File: src/mem_pkg.sv
package mem_pkg;

	// Processor word, host cache line and byte address widths
	localparam int WORD_W = 32;
	localparam int LINE_W = 128;
	localparam int ADDR_W = 32;

	// Words carried by one cache line
	localparam int LINE_WORDS = LINE_W / WORD_W;

	typedef logic [WORD_W-1:0] word_t;

	// Word 0 sits in the lowest bits of the line
	typedef logic [LINE_W-1:0] line_t;

	typedef logic [ADDR_W-1:0] addr_t;

	// Word slot within a line
	typedef logic [1:0] widx_t;

	// Processor operation codes, value 2 falls back to idle
	typedef enum logic [1:0] {
		OP_IDLE  = 2'd0,
		OP_READ  = 2'd1,
		OP_WRITE = 2'd3
	} mem_op_t;

	// Control FSM states
	typedef enum logic [2:0] {
		ST_STARTUP = 3'd0,
		ST_READY   = 3'd1,
		ST_FILL    = 3'd2,
		ST_HOSTREQ = 3'd3,
		ST_WAITRSP = 3'd4,
		ST_DRAIN   = 3'd5
	} ctrl_state_t;

	// One line request towards the host, valid for a single cycle
	typedef struct packed {
		logic  valid;
		logic  write;
		addr_t addr;
		line_t line;
	} host_req_t;

	// Line response from the host for the oldest open read
	typedef struct packed {
		logic  valid;
		line_t line;
	} host_rsp_t;

endpackage

File: src/host_link.sv
module host_link #(
	parameter int MAX_CREDITS = 2
) (
	input  logic                clk,
	input  logic                rst_n,
	input  mem_pkg::addr_t      raw_addr,
	input  mem_pkg::addr_t      addr_offset,
	input  logic                send_req,
	input  logic                send_write,
	input  mem_pkg::line_t      line,
	input  logic                credit_return,
	input  mem_pkg::host_rsp_t  host_rsp,
	output mem_pkg::host_req_t  host_req,
	output logic                req_sent,
	output logic                rsp_valid,
	output mem_pkg::line_t      rsp_line
);

	localparam int CNT_W = $clog2(MAX_CREDITS + 1);

	// Credits currently held
	logic [CNT_W-1:0] credits;

	// Registered corrected line address
	mem_pkg::addr_t corr_addr;

	// Read request out with its response not yet back
	logic rd_pending;

	logic req_fire;

	// raw_addr is steady from the first op cycle and a request leaves one cycle later at the
	// earliest, so the registered sum is always current
	always_ff @(posedge clk) begin
		corr_addr <= raw_addr + addr_offset;
	end

	// No request leaves without a credit
	assign req_fire = send_req && (credits != '0);
	assign req_sent = req_fire;

	// Request channel
	always_comb begin
		host_req.valid = req_fire;
		host_req.write = send_write;
		host_req.addr  = corr_addr;
		host_req.line  = line;
	end

	// A return and a spend in the same cycle cancel out
	always_ff @(posedge clk or negedge rst_n) begin
		if (!rst_n) begin
			credits <= CNT_W'(MAX_CREDITS);
		end else begin
			case ({credit_return, req_fire})
				2'b10:   credits <= credits + CNT_W'(1);
				2'b01:   credits <= credits - CNT_W'(1);
				default: credits <= credits;
			endcase
		end
	end

	// Track the open read
	always_ff @(posedge clk or negedge rst_n) begin
		if (!rst_n) begin
			rd_pending <= 1'b0;
		end else if (req_fire && !send_write) begin
			rd_pending <= 1'b1;
		end else if (host_rsp.valid) begin
			rd_pending <= 1'b0;
		end
	end

	// The line buffer is the landing register for responses
	// Stray responses with no read open are dropped
	assign rsp_valid = host_rsp.valid && rd_pending;
	assign rsp_line  = host_rsp.line;

	// Host never hands back more credits than it was given
	a_credit_max: assert property (
		@(posedge clk) disable iff (!rst_n)
		credit_return |-> (req_fire || credits < CNT_W'(MAX_CREDITS))
	) else $error("host_link: credit overflow, count %0d", credits);

	// Count stays within range across cycles
	a_credit_range: assert property (
		@(posedge clk) disable iff (!rst_n)
		credits <= CNT_W'(MAX_CREDITS)
	) else $error("host_link: credit count %0d out of range", credits);

	// Line responses only arrive for an open read
	a_rsp_expected: assert property (
		@(posedge clk) disable iff (!rst_n)
		host_rsp.valid |-> rd_pending
	) else $error("host_link: host response with no read outstanding");

endmodule

File: src/line_buffer.sv
module line_buffer (
	input  logic            clk,
	input  logic            rst_n,
	input  mem_pkg::word_t  word_in,
	input  logic            ld_word,
	input  logic            ld_line,
	input  logic            step,
	input  logic            clr_idx,
	input  mem_pkg::line_t  rsp_line,
	output mem_pkg::line_t  line,
	output mem_pkg::word_t  word_out,
	output logic            idx_last
);

	// Line storage, payload only
	mem_pkg::line_t line_q;

	// Current word slot
	mem_pkg::widx_t idx;

	// Line contents
	always_ff @(posedge clk) begin
		if (ld_line) begin
			// Full line from the host on a read
			line_q <= rsp_line;
		end else if (ld_word) begin
			// Pack the processor word into the selected slot
			line_q[idx*mem_pkg::WORD_W +: mem_pkg::WORD_W] <= word_in;
		end
	end

	// Word index
	always_ff @(posedge clk or negedge rst_n) begin
		if (!rst_n) begin
			idx <= '0;
		end else if (clr_idx) begin
			idx <= '0;
		end else if (ld_word || step) begin
			// Wraps back to slot 0 after the last word
			idx <= idx + mem_pkg::widx_t'(1);
		end
	end

	// Whole line towards the host request
	assign line = line_q;

	// Slot at the current index towards the processor
	assign word_out = line_q[idx*mem_pkg::WORD_W +: mem_pkg::WORD_W];

	// Last slot of the line
	assign idx_last = (idx == mem_pkg::widx_t'(mem_pkg::LINE_WORDS - 1));

	// Fill and load come from different phases of the control FSM
	a_load_excl: assert property (
		@(posedge clk) disable iff (!rst_n)
		!(ld_word && ld_line)
	) else $error("line_buffer: ld_word and ld_line high together");

	// A loaded line is always drained from slot 0
	a_load_at_zero: assert property (
		@(posedge clk) disable iff (!rst_n)
		ld_line |-> (idx == '0)
	) else $error("line_buffer: line loaded with index %0d", idx);

endmodule

File: src/mem_ctrl.sv
module mem_ctrl (
	input  logic              clk,
	input  logic              rst_n,
	input  logic              host_init,
	input  mem_pkg::mem_op_t  op,
	input  logic              idx_last,
	input  logic              req_sent,
	input  logic              rsp_valid,
	output logic              ready,
	output logic              word_ack,
	output logic              rd_valid,
	output logic              tx_done,
	output logic              ld_word,
	output logic              ld_line,
	output logic              step,
	output logic              clr_idx,
	output logic              send_req,
	output logic              send_write
);

	mem_pkg::ctrl_state_t state;
	mem_pkg::ctrl_state_t state_next;

	// Operation kind latched when the operation is accepted
	logic op_write;

	// State register and latched operation kind
	always_ff @(posedge clk or negedge rst_n) begin
		if (!rst_n) begin
			state    <= mem_pkg::ST_STARTUP;
			op_write <= 1'b0;
		end else begin
			state <= state_next;
			// Only sampled in READY, so a later glitch on op cannot flip the kind
			if (state == mem_pkg::ST_READY) begin
				op_write <= (op == mem_pkg::OP_WRITE);
			end
		end
	end

	// Next state and handshake decode
	always_comb begin
		state_next = state;
		// Ready stays up once the host has come out of init
		ready      = (state != mem_pkg::ST_STARTUP);
		word_ack   = 1'b0;
		rd_valid   = 1'b0;
		tx_done    = 1'b0;
		ld_word    = 1'b0;
		ld_line    = 1'b0;
		step       = 1'b0;
		clr_idx    = 1'b0;
		send_req   = 1'b0;
		send_write = 1'b0;

		case (state)
			mem_pkg::ST_STARTUP: begin
				// Wait for the host to report that it is initialised
				if (host_init) begin
					state_next = mem_pkg::ST_READY;
				end
			end

			mem_pkg::ST_READY: begin
				// Every operation starts from word slot 0
				clr_idx = 1'b1;
				if (op == mem_pkg::OP_WRITE) begin
					state_next = mem_pkg::ST_FILL;
				end else if (op == mem_pkg::OP_READ) begin
					state_next = mem_pkg::ST_HOSTREQ;
				end
			end

			mem_pkg::ST_FILL: begin
				// One word accepted per cycle
				word_ack = 1'b1;
				ld_word  = 1'b1;
				if (idx_last) begin
					state_next = mem_pkg::ST_HOSTREQ;
				end
			end

			mem_pkg::ST_HOSTREQ: begin
				// Request stays pending here until the link has a credit
				send_req   = 1'b1;
				send_write = op_write;
				if (req_sent) begin
					if (op_write) begin
						// Write is finished once the line leaves
						tx_done    = 1'b1;
						state_next = mem_pkg::ST_READY;
					end else begin
						state_next = mem_pkg::ST_WAITRSP;
					end
				end
			end

			mem_pkg::ST_WAITRSP: begin
				// Response cannot be refused and goes straight into the buffer
				if (rsp_valid) begin
					ld_line    = 1'b1;
					state_next = mem_pkg::ST_DRAIN;
				end
			end

			mem_pkg::ST_DRAIN: begin
				// Hand back one word per cycle starting with word 0
				rd_valid = 1'b1;
				step     = 1'b1;
				if (idx_last) begin
					tx_done    = 1'b1;
					state_next = mem_pkg::ST_READY;
				end
			end

			default: begin
				state_next = mem_pkg::ST_STARTUP;
			end
		endcase
	end

	// A write never waits for a line response
	a_no_wait_on_write: assert property (
		@(posedge clk) disable iff (!rst_n)
		(state == mem_pkg::ST_WAITRSP) |-> (op != mem_pkg::OP_WRITE)
	) else $error("mem_ctrl: entered ST_WAITRSP on a write");

	// Word handshakes only on a write and drain handshakes only on a read
	a_ack_rd_excl: assert property (
		@(posedge clk) disable iff (!rst_n)
		(!word_ack || op == mem_pkg::OP_WRITE) && (!rd_valid || op == mem_pkg::OP_READ)
	) else $error("mem_ctrl: word_ack or rd_valid does not match the processor op");

endmodule

File: src/mem_subsys.sv
module mem_subsys #(
	parameter int MAX_CREDITS = 2
) (
	input  logic                clk,
	input  logic                rst_n,
	// Processor side
	input  mem_pkg::mem_op_t    op,
	input  mem_pkg::addr_t      raw_addr,
	input  mem_pkg::word_t      word_in,
	output logic                ready,
	output logic                word_ack,
	output logic                rd_valid,
	output mem_pkg::word_t      word_out,
	output logic                tx_done,
	// Host side
	input  logic                host_init,
	input  mem_pkg::addr_t      addr_offset,
	input  logic                credit_return,
	input  mem_pkg::host_rsp_t  host_rsp,
	output mem_pkg::host_req_t  host_req
);

	// Control to line buffer
	logic ld_word;
	logic ld_line;
	logic step;
	logic clr_idx;
	logic idx_last;

	// Control to host link
	logic send_req;
	logic send_write;
	logic req_sent;
	logic rsp_valid;

	// Line data between buffer and link
	mem_pkg::line_t buf_line;
	mem_pkg::line_t rsp_line;

	mem_ctrl u_mem_ctrl (
		.clk        (clk),
		.rst_n      (rst_n),
		.host_init  (host_init),
		.op         (op),
		.idx_last   (idx_last),
		.req_sent   (req_sent),
		.rsp_valid  (rsp_valid),
		.ready      (ready),
		.word_ack   (word_ack),
		.rd_valid   (rd_valid),
		.tx_done    (tx_done),
		.ld_word    (ld_word),
		.ld_line    (ld_line),
		.step       (step),
		.clr_idx    (clr_idx),
		.send_req   (send_req),
		.send_write (send_write)
	);

	line_buffer u_line_buffer (
		.clk      (clk),
		.rst_n    (rst_n),
		.word_in  (word_in),
		.ld_word  (ld_word),
		.ld_line  (ld_line),
		.step     (step),
		.clr_idx  (clr_idx),
		.rsp_line (rsp_line),
		.line     (buf_line),
		.word_out (word_out),
		.idx_last (idx_last)
	);

	host_link #(
		.MAX_CREDITS (MAX_CREDITS)
	) u_host_link (
		.clk           (clk),
		.rst_n         (rst_n),
		.raw_addr      (raw_addr),
		.addr_offset   (addr_offset),
		.send_req      (send_req),
		.send_write    (send_write),
		.line          (buf_line),
		.credit_return (credit_return),
		.host_rsp      (host_rsp),
		.host_req      (host_req),
		.req_sent      (req_sent),
		.rsp_valid     (rsp_valid),
		.rsp_line      (rsp_line)
	);

endmodule

File: config.mk
export PLATFORM = sky130hd
export DESIGN_NAME = mem_subsys
export DESIGN_NICKNAME = d
export VERILOG_FILES = /design/src/mem_pkg.sv /design/src/host_link.sv /design/src/line_buffer.sv /design/src/mem_ctrl.sv /design/src/mem_subsys.sv
export SDC_FILE = /design/constraint.sdc
export NUM_CORES = 1
export LEC_CHECK = 0
export BUFFER_PORTS_ARGS = -buffer_cell sky130_fd_sc_hd__buf_4
export CAP_MARGIN = 15
export CORE_UTILIZATION = 35
export CTS_CLUSTER_DIAMETER = 80
export DETAILED_ROUTE_END_ITERATION = 6
export SLEW_MARGIN = 20
export SYNTH_ARGS = -nofsm -noshare
export SYNTH_HDL_FRONTEND = slang
export SYNTH_HIERARCHICAL = 1
export SYNTH_SLANG_ARGS = --single-unit
File: constraint.sdc
create_clock -name clk -period 2.4 [get_ports clk]
set_input_delay 0.24 -clock clk [delete_from_list [all_inputs] [get_ports clk]]
set_output_delay 0.24 -clock clk [all_outputs]
set_load 0.02 [all_outputs]
==> reports/results.ini, run 1 <==
[placed_design]
routabilityCongestion=0.8811
port_buffers=428
dp.cells=1654
placed_area_um2=13840
dp_hpwl_um=29190

[global_route]
top_usage_layer=met2
grt_pass1_vias=8900
track_usage=0.2276
grt_max_degree=66
overflow=0
use_met2=0.4040
grtUsageMet1=0.2595
grt_pass1_wl_um=56570
antenna_found_initial=1
grt_util_met3=0.07373

[setup_path]
timing.reg2reg.setup_slack_ns=0.10
worstPathArrival_ns=2.61
r2r_cells=5
criticalPathCategory=input port to register
crit_buf_inv=3
worstReg2RegStart=u_line_buffer/idx[0]
slowest_stage=nor2_4
cp_top_family=simple AND/OR/NAND/NOR gates
slowest_delay_ns=0.87
cp_data_required_time_ns=2.68
crit_fanout=32
crit_path_frequent_cell=buf_4
end_kind=register
r2r_end=u_line_buffer/line[65]
path_cells=dlygate4sd3_1 -> buf_4 -> and2_1 -> nor3b_2 -> buf_4 -> nor2_4 -> a32o_1
start_kind=input port
crit_start=host_rsp[128]

[job]
max_cap_violations=0

[synthesis]
syn-num-nets=1320
async_flop_share=0.05325
syn_inst=1051
yosys_warnings=6
seq_area_frac_synth=0.4007
yosysUniqueCellTypes=73
synth_seq_cells=169
synth_edf_count=128
syn_area_um2=11760
synth.avg_cell_area_um2=11.18
synthFlopType=edfxtp_1

[cells_and_area]
fin_area_um2=14490
nFillCells=3072
instances_no_fill=1689
area_delta_synth_final_pct=23.22
drive_gt1_frac=0.4872
nNetsFinal=1502
final_core_utilization=0.4418

[clocking]
clock_path_buffers=2
path_clk_slew_ns=0.07
cts_buffers=17
htreeDepth=4
cts_post_setup_buffers_inserted=0
clock-root-buffer=clkbuf_16
clkLatencyLatePin_ns=0.42
cts.sinks=169
cts_tree=built

[sta]
drv_slew=0
fmax_ghz=0.4294
finClkSkew_ns=0.01466
setup_violations=0
rsz0062_at_grt=false
finalCritPeriodShare=0.9704
tightest_slew_ns=1.163
min_period_ns=2.329
hold_viol_final=0
slew-limit-headroom=0.2227
finalSetupTns_ns=0

[worst_hold_path]
worstHoldPathCells=2
worstHoldStart=addr_offset[0]
min_path_type=input port to register
hold_path_end=u_host_link/corr_addr[0]

[die]
die_h_um=185.3
dieArea_um2=34320
io_pins=429
core_area_um2=32780
fp-row-count=66
die_x_um=185.3
initial_core_util=0.3586

[route]
dr.first_iter.drc_count=558
num_vias=8781
viasPerCell=5.199
wl_per_cell_um=23.74
routed_wl_um=40100
drtAntennaViolNets=0
firstDrtPassIters=5
drc=0

[power_and_ir_drop]
finalPower_w=0.01461
leakage_nw=5.951
power_density_nw_per_um2=1009
vdd_drop_max_mv=0.5769

[outcome]
status=complete, no violations

power breakdown:
part           total, W  leakage [nW]  internal, W  switching [W]
Combinational   0.00741          4.13      0.00302        0.00439
Sequential      0.00424          1.52      0.00389       0.000350
Clock           0.00296         0.296      0.00174        0.00122
Total            0.0146          5.95      0.00865        0.00596
logic make-up after synthesis:
family                   synth area share
buffers and inverters              0.2028
AO/OA/AOI/OAI                      0.1863
AND/OR/NAND/NOR                   0.08153
flip-flops                         0.4007
adder cells (fa/ha/maj)           0.04109
multiplexers                      0.06450
XOR/XNOR                          0.02310
cell usage after synthesis, drive strengths merged, types with 11 or more instances:
library cell	number	area share
and2	37	0.020
nor2	18	0.0057
xor2	15	0.011
o31ai	32	0.035
a21oi	31	0.014
a21o	25	0.016
xnor2	16	0.012
a32o	98	0.083
clkbuf	32	0.010
ha	37	0.039
edfxtp	128	0.33
buf	298	0.19
mux4	32	0.062
dfxtp	32	0.054
nand3	11	0.0047
nand2	86	0.027
inv	12	0.0038
o21ai	21	0.0099
timing repair:
item | CTS | global route
setup endpoints to repair | 30 | 3
hold buffers | 2 | 0
resized for setup | 2 | 2
pin swaps | 0 | 1
hold endpoints to repair | 10 | 0
per-layer routing:
layer  routed length, µm  vias to the layer above
met1               15400                     4341
met5                   0                        -
met4                 704                        0
met3                3723                       32
li1                    -                     4027
met2               20270                      381
how the worst max path moves through the flow:
| stage | end | depth (start not counted) |
|---|---|---|
| final | u_line_buffer/line[65] | 7 |
| after global routing | u_line_buffer/line[75] | 7 |
| after CTS | word_out[18] | 3 |
| after detailed placement | u_host_link/corr_addr[26] | 10 |
| after global placement | u_host_link/corr_addr[26] | 10 |
| after floorplan | u_line_buffer/line[0] | 5 |
state kept, by name (all words and copies together) (netlist names):
signal and cells:
u_host_link/corr_addr 32, u_host_link/credits 2, u_host_link/rd_pending 1, u_line_buffer/idx 2, u_line_buffer/line 128, u_mem_ctrl/op_write 1, u_mem_ctrl/state 3
cell usage in the layout, fill, tap and decap left out, drive strengths merged, types with 4 or more instances in the layout:
cell type,instances
dfrtp,8
nor3,5
a21o,25
a32o,98
nand2,86
nor2,18
clkinv,7
a31oi,4
clkbuf,19
xor2,15
and2,37
nor2b,6
mux4,32
edfxtp,128
dfxtp,32
xnor2,16
o31ai,32
inv,13
a21oi,31
buf,491
nand2b,5
or2,4
bufinv,4
o21ai,21
nand3,11
nand4,8
ha,37
worst register-to-register path: stages (launching register included):
cell     delay, ns
dfrtp_4       0.43
inv_1         0.07
buf_4         0.14
ha_1          0.29
nor2_4        0.92
a32o_1        0.31
stage by stage:
stage | hold slack (ns) | setup WS, ns
after detailed placement | 0.07892 | -0.1187
after global routing | 0.02995 | 0.01637
after floorplan | -0.05559 | 0.07439
after CTS | 0.01780 | 0.03032
after global placement | 0.07690 | -0.1116
final | 0.04597 | 0.07102
cell type report:
class	instances	area, µm²	area share
tap	442	553.0	0.03818
sequential	169	4716	0.3256
antenna	1	2.502	0.0001728
timing repair buffer	493	3860	0.2665
multi-input combinational	540	4700	0.3244
clock inverter	13	176.4	0.01218
inverter	12	45.04	0.003110
clock buffer	19	432.9	0.02989
Note: power is estimated with default switching activity, not from simulation.
==> inputs of run 2 (changes only) <==
HOLD_SLACK_MARGIN = 0.06   (was default)
==> run 2 against run 1 <==
Flip-flop and latch count stayed put; combinational power is essentially flat; total power is essentially flat; critical endpoint is now u_line_buffer/line[82].
==> reports/results.ini, run 2 (synthesis results as in run 1) <==
[power_and_ir_drop]
power_density_nw_per_um2=1008
leakage_nw=5.959
finalPower_w=0.01462
vdd_drop_max_mv=0.5718

[placed_design]
routabilityCongestion=0.8811
dp_hpwl_um=29190
port_buffers=428
dp.cells=1654

[cells_and_area]
area_delta_synth_final_pct=23.40
nNetsFinal=1504
most-common-layout-cells=478 x buf_4, 128 x edfxtp_1, 98 x a32o_1
final_common_cell=buf_4
largest_reg_flops=128
nFillCells=3067
drive_gt1_frac=0.4864
instances_no_fill=1691

[job]
max_cap_violations=0

[route]
dr.first_iter.drc_count=594
routed_wl_um=40080
viasPerCell=5.203
drtAntennaViolNets=0
firstDrtPassIters=5
wl_per_cell_um=23.70
drc=0
num_vias=8798

[sta]
drv_slew=0
hold_viol_final=0
tightest_slew_ns=1.170
fmax_ghz=0.4291
setup_violations=0
slew-limit-headroom=0.2180
rsz0062_at_grt=false
finClkSkew_ns=0.01331
holdWs_ns=0.1007
min_period_ns=2.330
finalCritPeriodShare=0.9709

[setup_path]
crit_path_frequent_cell=buf_4
cp_data_required_time_ns=2.68
end_kind=register
cp_top_family=simple AND/OR/NAND/NOR gates
slowest_stage=nor2_4
slowest_delay_ns=0.88
crit_buf_inv=3
crit_fanout=32
start_kind=input port
criticalPathCategory=input port to register
worstPathArrival_ns=2.61
path_cells=dlygate4sd3_1 -> buf_4 -> and2_1 -> nor3b_2 -> buf_4 -> nor2_4 -> a32o_1

[global_route]
antenna_found_initial=1
track_usage=0.2277
overflow=0
grt_max_degree=66
grt_pass1_vias=8907
grt_pass1_wl_um=56580

[clocking]
clock-root-buffer=clkbuf_16
cts_tree=built
clock_path_buffers=2
path_clk_slew_ns=0.07
cts_buffers=17
htreeDepth=4
clkLatencyLatePin_ns=0.42
cts_post_setup_buffers_inserted=0
cts.sinks=169

[die]
die_x_um=185.3
die_h_um=185.3
core_area_um2=32780
dieArea_um2=34320
initial_core_util=0.3586
io_pins=429
fp-row-count=66

[worst_hold_path]
min_path_type=input port to register

[outcome]
status=complete, no violations

## run 2: power breakdown
part | leakage (nW) | switching (W) | internal (W)
Clock | 0.296 | 0.00122 | 0.00174
Combinational | 4.14 | 0.00439 | 0.00302
Sequential | 1.52 | 0.000350 | 0.00389
Total | 5.96 | 0.00596 | 0.00866
## run 2: stage by stage
step | instance area [µm²] | TNS (ns) | util | setup WS (ns)
floorplan | 11760 | 0 | - | 0.07439
global placement | 13840 | -0.1750 | 0.4221 | -0.1116
detailed placement | 13840 | -0.2616 | 0.4221 | -0.1187
CTS | 14490 | 0 | 0.4421 | 0.03032
global route | 14510 | 0 | 0.4424 | 0.01637
finish | 14510 | 0 | 0.4424 | 0.06975
## run 2: path summary, 6_finish.rpt
path,to,startpoint,cells past startpoint,slack (ns)
min in group asynchronous,u_mem_ctrl/state[2],rst_n,2,0.18
min reg2reg,u_host_link/rd_pending,u_host_link/rd_pending,2,0.52
min,u_line_buffer/line[87],host_rsp[87],2,0.10
max in group asynchronous,u_host_link/credits[1],rst_n,2,2.00
max,u_line_buffer/line[82],host_rsp[128],7,0.07
max reg2reg,u_line_buffer/line[82],u_line_buffer/idx[0],5,0.10
## run 2: area by class of cell
| cell class | instances | area (µm²) | area share |
|---|---|---|---|
| Antenna cell | 1 | 2.502 | 0.0001725 |
| Clock buffer | 19 | 432.9 | 0.02985 |
| Clock inverter | 13 | 176.4 | 0.01216 |
| Inverter | 12 | 45.04 | 0.003105 |
| Multi-Input combinational cell | 540 | 4700 | 0.3240 |
| Sequential cell | 169 | 4716 | 0.3251 |
| Tap cell | 442 | 553.0 | 0.03813 |
| Timing Repair Buffer | 495 | 3880 | 0.2675 |
## run 2: layer usage
layer,vias to the layer above,part of all wire,global-route usage
met2,382,0.51,0.4040
met1,4357,0.39,0.2596
met5,-,0,0
li1,4028,-,-
met4,0,0.017,0.06281
met3,31,0.089,0.07373
## run 2: what timing repair did
| action | in CTS | in global routing |
|---|---|---|
| endpoints found under the setup margin | 30 | 3 |
| hold buffers | 4 | 0 |
| hold endpoints to repair | 12 | 0 |
| gates cloned | 0 | 0 |
| pin swaps | 0 | 1 |
| resized for setup | 2 | 2 |
